==> src/rtl/fifo_pkg.sv <==
`default_nettype none

package fifo_pkg;

   // port widths, write side is the narrow one
   localparam int W_DATA_W = 8;
   localparam int R_DATA_W = 32;

   // addresses count bytes
   localparam int ADDR_W = 6;

   // one bank per byte lane of the read word
   localparam int N_LANES = R_DATA_W / W_DATA_W;
   localparam int LANE_SEL_W = $clog2(N_LANES);
   localparam int BANK_ADDR_W = ADDR_W - LANE_SEL_W;

   // capacity in bytes
   localparam int FIFO_SIZE = 2 ** ADDR_W;

   typedef logic [W_DATA_W-1:0] w_data_t;
   typedef logic [R_DATA_W-1:0] r_data_t;
   typedef logic [W_DATA_W-1:0] lane_data_t;

   // byte pointer and word pointer
   typedef logic [ADDR_W-1:0] w_addr_t;
   typedef logic [BANK_ADDR_W-1:0] r_addr_t;
   typedef logic [BANK_ADDR_W-1:0] bank_addr_t;

   // one extra bit so a full FIFO reads 64
   typedef logic [ADDR_W:0] level_t;

   // write bus of a single lane
   typedef struct packed {
      logic en;
      bank_addr_t addr;
      lane_data_t data;
   } mem_wr_t;

   // read request of a single lane
   typedef struct packed {
      logic en;
      bank_addr_t addr;
   } mem_rd_t;

endpackage

`default_nettype wire

==> src/rtl/fifo_mem_bank.sv <==
`timescale 1ns/1ps
`default_nettype none

module fifo_mem_bank (
   input  wire logic                clk_i,
   input  fifo_pkg::mem_wr_t        wr_i,
   input  fifo_pkg::mem_rd_t        rd_i,
   output fifo_pkg::lane_data_t     data_o
);

   localparam int DEPTH = 2 ** fifo_pkg::BANK_ADDR_W;

   // storage array, contents undefined after reset
   fifo_pkg::lane_data_t mem [DEPTH];

   // write port
   always_ff @(posedge clk_i) begin
      if (wr_i.en) begin
         mem[wr_i.addr] <= wr_i.data;
      end
   end

   // read port, output register holds between reads
   always_ff @(posedge clk_i) begin
      if (rd_i.en) begin
         data_o <= mem[rd_i.addr];
      end
   end

endmodule

`default_nettype wire

==> src/rtl/fifo_sync_asym.sv <==
`timescale 1ns/1ps
`default_nettype none

module fifo_sync_asym (
   input  wire logic                clk_i,
   input  wire logic                arst_n_i,
   input  wire logic                rst_i,

   // write port
   input  wire logic                w_en_i,
   input  fifo_pkg::w_data_t        w_data_i,
   output logic                     w_full_o,

   // read port
   input  wire logic                r_en_i,
   output fifo_pkg::r_data_t        r_data_o,
   output logic                     r_empty_o,

   // fill level in bytes
   output fifo_pkg::level_t         level_o,

   // external banks
   output fifo_pkg::mem_wr_t        mem_wr_o      [fifo_pkg::N_LANES],
   output fifo_pkg::mem_rd_t        mem_rd_o      [fifo_pkg::N_LANES],
   input  fifo_pkg::lane_data_t     mem_rd_data_i [fifo_pkg::N_LANES]
);

   logic                w_en_int;
   logic                r_en_int;
   fifo_pkg::w_addr_t   w_addr;
   fifo_pkg::r_addr_t   r_addr;
   fifo_pkg::level_t    level;
   fifo_pkg::level_t    level_nxt;
   logic                r_empty_nxt;
   logic                w_full_nxt;

   // drop writes when full and reads when empty
   assign w_en_int = w_en_i && !w_full_o;
   assign r_en_int = r_en_i && !r_empty_o;

   // byte write pointer
   always_ff @(posedge clk_i or negedge arst_n_i) begin
      if (!arst_n_i) begin
         w_addr <= '0;
      end else if (rst_i) begin
         w_addr <= '0;
      end else if (w_en_int) begin
         w_addr <= w_addr + 1'b1;
      end
   end

   // word read pointer
   always_ff @(posedge clk_i or negedge arst_n_i) begin
      if (!arst_n_i) begin
         r_addr <= '0;
      end else if (rst_i) begin
         r_addr <= '0;
      end else if (r_en_int) begin
         r_addr <= r_addr + 1'b1;
      end
   end

   // +1 per byte in, -4 per word out
   always_comb begin
      level_nxt = level;
      if (w_en_int) begin
         level_nxt = level_nxt + fifo_pkg::level_t'(1);
      end
      if (r_en_int) begin
         level_nxt = level_nxt - fifo_pkg::level_t'(fifo_pkg::N_LANES);
      end
   end

   // flags follow the next level so they line up with it
   assign r_empty_nxt = level_nxt < fifo_pkg::level_t'(fifo_pkg::N_LANES);
   assign w_full_nxt  = level_nxt > fifo_pkg::level_t'(fifo_pkg::FIFO_SIZE - 1);

   always_ff @(posedge clk_i or negedge arst_n_i) begin
      if (!arst_n_i) begin
         level     <= '0;
         r_empty_o <= 1'b1;
         w_full_o  <= 1'b0;
      end else if (rst_i) begin
         level     <= '0;
         r_empty_o <= 1'b1;
         w_full_o  <= 1'b0;
      end else begin
         level     <= level_nxt;
         r_empty_o <= r_empty_nxt;
         w_full_o  <= w_full_nxt;
      end
   end

   assign level_o = level;

   ram_2p_asym u_ram_2p_asym (
      .clk_i         (clk_i),
      .w_en_i        (w_en_int),
      .w_addr_i      (w_addr),
      .w_data_i      (w_data_i),
      .r_en_i        (r_en_int),
      .r_addr_i      (r_addr),
      .r_data_o      (r_data_o),
      .mem_wr_o      (mem_wr_o),
      .mem_rd_o      (mem_rd_o),
      .mem_rd_data_i (mem_rd_data_i)
   );

   a_level_max: assert property (@(posedge clk_i) disable iff (!arst_n_i)
      level <= fifo_pkg::level_t'(fifo_pkg::FIFO_SIZE))
      else $error("level above capacity: %0d", level);

   a_flags_excl: assert property (@(posedge clk_i) disable iff (!arst_n_i)
      !(r_empty_o && w_full_o))
      else $error("empty and full both high");

endmodule

`default_nettype wire

==> src/rtl/fifo_top.sv <==
`timescale 1ns/1ps
`default_nettype none

module fifo_top (
   input  wire logic                clk_i,
   input  wire logic                arst_n_i,
   input  wire logic                rst_i,

   input  wire logic                w_en_i,
   input  fifo_pkg::w_data_t        w_data_i,
   output logic                     w_full_o,

   input  wire logic                r_en_i,
   output fifo_pkg::r_data_t        r_data_o,
   output logic                     r_empty_o,

   output fifo_pkg::level_t         level_o
);

   fifo_pkg::mem_wr_t      mem_wr      [fifo_pkg::N_LANES];
   fifo_pkg::mem_rd_t      mem_rd      [fifo_pkg::N_LANES];
   fifo_pkg::lane_data_t   mem_rd_data [fifo_pkg::N_LANES];

   fifo_sync_asym u_fifo (
      .clk_i         (clk_i),
      .arst_n_i      (arst_n_i),
      .rst_i         (rst_i),
      .w_en_i        (w_en_i),
      .w_data_i      (w_data_i),
      .w_full_o      (w_full_o),
      .r_en_i        (r_en_i),
      .r_data_o      (r_data_o),
      .r_empty_o     (r_empty_o),
      .level_o       (level_o),
      .mem_wr_o      (mem_wr),
      .mem_rd_o      (mem_rd),
      .mem_rd_data_i (mem_rd_data)
   );

   // one byte bank per lane
   for (genvar i = 0; i < fifo_pkg::N_LANES; i++) begin : g_bank
      fifo_mem_bank u_bank (
         .clk_i  (clk_i),
         .wr_i   (mem_wr[i]),
         .rd_i   (mem_rd[i]),
         .data_o (mem_rd_data[i])
      );
   end

endmodule

`default_nettype wire

==> src/rtl/ram_2p_asym.sv <==
`timescale 1ns/1ps
`default_nettype none

module ram_2p_asym (
   input  wire logic                clk_i,

   // narrow write side
   input  wire logic                w_en_i,
   input  fifo_pkg::w_addr_t        w_addr_i,
   input  fifo_pkg::w_data_t        w_data_i,

   // wide read side
   input  wire logic                r_en_i,
   input  fifo_pkg::r_addr_t        r_addr_i,
   output fifo_pkg::r_data_t        r_data_o,

   // lane banks
   output fifo_pkg::mem_wr_t        mem_wr_o      [fifo_pkg::N_LANES],
   output fifo_pkg::mem_rd_t        mem_rd_o      [fifo_pkg::N_LANES],
   input  fifo_pkg::lane_data_t     mem_rd_data_i [fifo_pkg::N_LANES]
);

   logic [fifo_pkg::LANE_SEL_W-1:0] w_lane;
   fifo_pkg::bank_addr_t            w_bank_addr;
   logic [fifo_pkg::N_LANES-1:0]    lane_w_en;

   // low bits pick the lane, the rest is the row inside the bank
   assign w_lane      = w_addr_i[fifo_pkg::LANE_SEL_W-1:0];
   assign w_bank_addr = w_addr_i[fifo_pkg::ADDR_W-1:fifo_pkg::LANE_SEL_W];

   // one-hot lane decode
   always_comb begin
      for (int i = 0; i < fifo_pkg::N_LANES; i++) begin
         lane_w_en[i] = w_en_i && (w_lane == i[fifo_pkg::LANE_SEL_W-1:0]);
      end
   end

   // write buses, address and data go to every lane
   always_comb begin
      for (int i = 0; i < fifo_pkg::N_LANES; i++) begin
         mem_wr_o[i].en   = lane_w_en[i];
         mem_wr_o[i].addr = w_bank_addr;
         mem_wr_o[i].data = w_data_i;
      end
   end

   // all lanes read the same row
   always_comb begin
      for (int i = 0; i < fifo_pkg::N_LANES; i++) begin
         mem_rd_o[i].en   = r_en_i;
         mem_rd_o[i].addr = r_addr_i;
      end
   end

   // lane 0 is the oldest byte, so it lands in the low byte
   always_comb begin
      for (int i = 0; i < fifo_pkg::N_LANES; i++) begin
         r_data_o[i*fifo_pkg::W_DATA_W +: fifo_pkg::W_DATA_W] = mem_rd_data_i[i];
      end
   end

   // a byte write never touches more than one bank
   a_one_lane_w: assert property (@(posedge clk_i) $onehot0(lane_w_en))
      else $error("more than one lane write enable high: %b", lane_w_en);

endmodule

`default_nettype wire

==> config.mk <==
export PLATFORM = sky130hd
export DESIGN_NAME = fifo_top
export DESIGN_NICKNAME = d
export VERILOG_FILES = /design/src/rtl/fifo_pkg.sv /design/src/rtl/fifo_mem_bank.sv /design/src/rtl/fifo_sync_asym.sv /design/src/rtl/fifo_top.sv /design/src/rtl/ram_2p_asym.sv
export SDC_FILE = /design/constraint.sdc
export NUM_CORES = 1
export LEC_CHECK = 0
export BUFFER_PORTS_ARGS = -buffer_cell sky130_fd_sc_hd__buf_4
export CAP_MARGIN = 20
export CORE_ASPECT_RATIO = 0.8
export CORE_MARGIN = 1
export CORE_UTILIZATION = 28
export CTS_BUF_LIST = sky130_fd_sc_hd__clkbuf_2
export CTS_CLUSTER_SIZE = 10
export DETAILED_ROUTE_END_ITERATION = 10
export PLACE_DENSITY_LB_ADDON = 0.3
export SLEW_MARGIN = 20
export SYNTH_ARGS = -nofsm -noshare
export SYNTH_HDL_FRONTEND = slang
export SYNTH_SLANG_ARGS = --single-unit
==> constraint.sdc <==
create_clock -name clk_i -period 3.2 [get_ports clk_i]
set_clock_uncertainty 0.15 [all_clocks]
set_input_delay 0.16 -clock clk_i [delete_from_list [all_inputs] [get_ports clk_i]]
set_output_delay 0.16 -clock clk_i [all_outputs]
set_load 0.05 [all_outputs]
==> metrics.csv, run 1 <==
metric,value,unit
holdCritPathClass,input port to asynchronous set/reset pin,
synth_fp_nets,967,
grt_use_total,0.135,
critPathLaunchType,flip-flop,
drt-total-wl,52400,um
setup_tns,0,ps
port_buffers,53,
final.period_utilization,0.808,
via_count,10600,
htreeDepth,4,
rows,90,
synth_seq_cells,563,
cts_buffers,134,
final_antenna_net_count,0,
post_drt_via_cell_ratio,4.57,
clk_path_buf_depth,3,
slew_headroom,0.307,
critical_path.endpoint_type,flip-flop,
grt_setup_unrepaired,no,
fp.dieH,251,um
synth_edf_count,544,
clock_sinks,563,
final_nets,1224,
seqCellArea,16800,um2
max_freq,387,MHz
ir_drop,285,uV
multi_input_area,4510,um2
cts_tree,done,
final_hold_viol_count,0,
dieArea,78300,um2
antenna_found_initial,2,
critPathSlowestCell,dfrtp_4,
status,"finished, final reports clean",
power_density,596,nW/um2
cp.arrival,3180,ps
maxSlewViolCount,0,
initial_core_util,0.285,
clk_pin_slew,120,ps
wl_per_cell,22.7,um
worstMarginPinSlew,1040,ps
grt_pass1_vias,10900,
cts_root_buf,clkbuf_2,
grt_pass1_wl,75800,um
synth.avg_cell_area,22.8,um2
grt_max_degree,58,
path_class,flip-flop to flip-flop,
ys.flop_type,edfxtp_1,
path_delay_family,multiplexers,
dp_hpwl,28600,um
drt_iter0_drc,1002,
route.detailed.drc,0,
overflow,0,
p_leak,0.00806,uW
fin_crit,2580,ps
final_util,0.334,
gp_congestion,0.754,
ys_seq_area_frac,0.778,
setup_viol,0,
timing.critical_path.buf_inv,1,
cp.required,3800,ps
die_w,313,um
ys_async_sr_fraction,0.0337,
io_pins,54,
syn_inst,948,
dr.pass1.iters,5,
synth.yosys.warnings,0,
clkLatencyLatePin,1070,ps
area_delta_synth_final,17.3,%
ys_types,34,
num-fill-cells,7270,
cp_cell_sequence,"buf_4, mux4_2, mux4_2",
cts-resized-gates,0,
final_layout_size_suffix_gt1_frac,0.400,
max-cap-violations,0,
critPathMaxStageDelay,810,ps
cpMostUsedCell,mux4_2,
syn-cell-area,21600,um2
coreArea,75900,um2
crit_fanout,21,
-- logic make-up after synthesis --
kind of cell / after synthesis / share of synthesized area
compound gates: 9 / 0.00261
xor+xnor: 16 / 0.00648
fa+ha+maj: 6 / 0.00347
buf+inv: 53 / 0.0134
flops: 563 / 0.778
mux: 163 / 0.168
simple gates: 138 / 0.0281
-- cell usage in the layout (no fill, tap or decap), types with 5 or more instances in the layout --
master	count
nor2_1	82
clkinv_2	8
nand2_1	21
nand4_1	6
dlygate4sd3_1	27
ha_1	6
buf_12	14
clkinv_1	20
xnor2_1	8
nor2b_1	5
xor2_1	8
nand3_1	8
mux4_2	160
edfxtp_1	544
buf_4	129
dfrtp_1	14
clkbuf_2	188
-- per-stage QoR --
stage	std cells	hold slack, ps	setup slack (ps)	area [um2]	power (uW)
after floorplan	948	-286	572	21600	9960
after global placement	2048	-88.4	584	23800	10600
after detailed placement	2048	-85.6	563	23800	10600
after CTS	2308	44.8	542	25300	15300
after global routing	2310	41.9	490	25300	15800
final	2310	114	615	25300	15100
-- flip-flops by register name (all words and copies together) (netlist names) --
| name | count |
|---|---|
| u_fifo.r_addr | 4 |
| u_fifo.w_full_o | 1 |
| u_fifo.r_empty_o | 1 |
| u_fifo.level_o | 7 |
| u_fifo.w_addr | 6 |
| g_bank.u_bank.data_o | 32 |
| g_bank.u_bank.mem | 512 |
-- layout make-up --
cell class	instances	area share
antenna	1	0.0000987
tap	1012	0.0500
multi-input combinational	332	0.178
clock inverter	40	0.0105
inverter	3	0.000444
clock buffer	188	0.0371
sequential	563	0.664
timing repair buffer	171	0.0601
-- timing repair --
| item | CTS | global route |
|---|---|---|
| hold buffers | 32 | 1 |
| endpoints found under the hold margin | 643 | 19 |
| buffers inserted | 0 | 0 |
-- power breakdown --
part	internal, uW	switching [uW]	leakage (uW)
clock network	1830	2830	0.000911
registers	8250	164	0.00515
logic	927	1100	0.00201
-- tightest hold or removal path, cell delays in order --
cell and delay (ps):
dlygate4sd3_1 510, dlygate4sd3_1 540, buf_4 110, buf_2 410
-- cell usage after synthesis, drive strengths merged, types with 2 or more instances --
master / n / area share
nand2: 21 / 0.0036
a21oi: 3 / 0.00069
nand4: 6 / 0.0017
mux2i: 3 / 0.0014
xnor2: 8 / 0.0032
xor2: 8 / 0.0032
mux4: 160 / 0.17
nor3b: 3 / 0.0010
nor2: 82 / 0.014
clkbuf: 25 / 0.0043
ha: 6 / 0.0035
inv: 3 / 0.00052
dfrtp: 18 / 0.021
and3b: 2 / 0.00081
buf: 25 / 0.0086
o21ai: 2 / 0.00046
nor3: 4 / 0.00093
nand3: 8 / 0.0019
nor2b: 5 / 0.0014
edfxtp: 544 / 0.76
-- metal layers --
metal  share of wire  up-vias  wire [um]  GRT usage
met5               0        -          0          0
li1                -     4554          -          -
met3           0.070       70       3660     0.0355
met4           0.012        0        627     0.0332
met1            0.48     5561      25100      0.203
met2            0.44      370      23100      0.193
-- path summary, 6_finish.rpt --
path / startpoint / to / slack, ps / cells after the start
hold / removal: arst_n_i / u_fifo.r_addr[0] / 110 / 4
setup reg to reg: u_fifo.r_addr[0] / g_bank[3].u_bank.data_o[3] / 620 / 3
hold reg to reg: u_fifo.level_o[1] / u_fifo.level_o[1] / 470 / 2
max in group asynchronous: arst_n_i / u_fifo.r_addr[1] / 2400 / 4
setup / recovery: u_fifo.r_addr[0] / g_bank[3].u_bank.data_o[3] / 620 / 3
min in group clk_i: r_en_i / u_fifo.level_o[3] / 170 / 6
(Power assumes the default switching activity.)
==> run 2: changes to the inputs <==
clock period = 2.2 ns   (was 3.2 ns; I/O delays follow)
==> metrics.csv, run 2 (synthesis results as in run 1) <==
metric,value,unit
violations,negative setup slack,
status,finished with violations,
crit_cells,5,
post_drt_via_cell_ratio,4.53,
clkLatencyLatePin,1100,ps
setup_viol,31,
overflow,0,
whs,389,ps
area_delta_synth_final,21.6,%
final_util,0.346,
ir_drop,477,uV
port_buffers,53,
critPathSlowestCell,dfrtp_4,
p_seq_frac,0.534,
worstMarginPinSlew,945,ps
mostFrequentLayoutCell,edfxtp_1,
critPathLaunchType,flip-flop,
cpMostUsedCell,mux4_2,
final_layout_size_suffix_gt1_frac,0.455,
clock_sinks,563,
critical_path.endpoint_type,flip-flop,
reg2reg_from,u_fifo.r_addr[0],
maxSlewViolCount,0,
drt_iter0_drc,893,
clk_path_buf_depth,3,
power.internal,16600,uW
path_delay_family,multiplexers,
power.switching,6120,uW
placed_area,24200,um2
cts_tree,done,
p_comb_frac,0.164,
cts_buffers,136,
clockPowerShare,0.302,
slew_headroom,0.368,
dr.pass1.iters,7,
cp.required,2910,ps
critPathCapture,g_bank[1].u_bank.data_o[4],
regMostFlops,g_bank.u_bank.mem,
max_freq,430,MHz
worstHoldStart,w_data_i[4],
via_count,10700,
antenna_found_initial,2,
drt-total-wl,52900,um
grt_pass1_wl,76100,um
power_density,866,nW/um2
timing.critical_path.buf_inv,3,
cp-startpoint,u_fifo.r_addr[0],
gp_congestion,0.752,
final.period_utilization,1.06,
rows,90,
p_sw_frac,0.269,
cp_cell_sequence,"buf_12, buf_4, buf_6, mux4_2, mux4_2",
fin_area,26300,um2
cp.arrival,3030,ps
grt_use_total,0.136,
reg2reg_to,g_bank[1].u_bank.data_o[4],
wl_per_cell,22.4,um
setup_tns,-2000,ps
htreeDepth,4,
dieArea,78300,um2
fin_crit,2330,ps
cts_root_buf,clkbuf_2,
total_power,22800,uW
final_antenna_net_count,0,
grt_setup_unrepaired,yes,
initial_core_util,0.285,
layout_setup_ws,-126,ps
rrSetupSlack,-130,ps
path_class,flip-flop to flip-flop,
worst_r2r_path_depth,5,
dp_hpwl,29300,um
clk_pin_slew,110,ps
grt_pass1_vias,11100,
critPathMaxStageDelay,540,ps
final_cell_mix,"edfxtp_1 (544), clkbuf_2 (202), mux4_2 (160), buf_4 (137), nor2_1 (50)",
grt_max_degree,65,
holdCritPathClass,input port to flip-flop,
largest_register_ffs,512,
final_hold_viol_count,0,
route.detailed.drc,0,
coreArea,75900,um2
io_pins,54,
crit_fanout,8,
max-cap-violations,0,
final_nets,1270,
fp.dieH,251,um
die_w,313,um
p_leak,0.00846,uW
## run 2: cell count changes in the layout (fill, tap and decap cells not counted), moves of 3 or more
cell / delta
buf_6: +15
nor2_1: -32
dfrtp_1: -7
clkinv_1: +3
buf_16: +14
dfrtp_2: +7
clkbuf_2: +14
clkinv_4: -3
buf_4: +8
clkinv_2: -5
buf_12: +6
nor2_2: +32
## run 2: through the flow
stage          std cells  setup slack (ps)
3_3_place_gp        2068              -107
5_1_grt             2361              -149
4_1_cts             2353              -113
3_5_place_dp        2068              -128
6_report            2361              -126
2_1_floorplan        948              2.10
## run 2: power by group through the flow
stage / logic [uW] / clock network [uW] / registers (uW)
2_1_floorplan: 1710 / 0 / 12800
3_3_place_gp: 3180 / 0 / 12400
3_5_place_dp: 3210 / 0 / 12400
4_1_cts: 3700 / 7150 / 12200
5_1_grt: 3980 / 7680 / 12200
6_report: 3740 / 6870 / 12200
## run 2: timing repair
| action | 4_1_cts | 5_1_grt |
|---|---|---|
| buffers inserted | 15 | 5 |
| setup endpoints to repair | 38 | 71 |
| hold endpoints to repair | 1094 | 0 |
| pin swaps | 0 | 0 |
| resized for setup | 25 | 10 |
| gates cloned | 5 | 2 |
| hold buffers | 33 | 0 |
## run 2: worst min-delay path by stage
stage / to / slack (ps) / cells past startpoint
floorplan: u_fifo.level_o[0] / -340 / 0
global placement: u_fifo.level_o[1] / -140 / 1
detailed placement: u_fifo.level_o[1] / -140 / 1
CTS: u_fifo.r_addr[1] / 260 / 6
global route: g_bank[3].u_bank.mem[9][4] / 260 / 3
finish: g_bank[3].u_bank.mem[9][4] / 390 / 3
## run 2: cell type report
type | count | area [um2]
well taps | 1012 | 1270
clock inverters | 33 | 206
fillers | 7228 | 49600
flip-flops and latches | 563 | 16800
diodes | 1 | 2.50
multi-input cells | 332 | 4640
repair buffers | 215 | 2310
inverters | 3 | 15.0
clock buffers | 202 | 1010
## run 2: per-layer routing
layer  vias to the layer above  GRT usage  wire length, um
li1                       4640          -                -
met1                      5694      0.205            25900
met2                       327      0.194            23600
met3                        42     0.0359             3050
met4                         0     0.0298              425
met5                         -          0                0
## run 2: worst register-to-register path: cells and delay by family, from the launching register on
family	cells	cell delay, ps
buf+inv	3	420
flops	1	540
mux	2	980
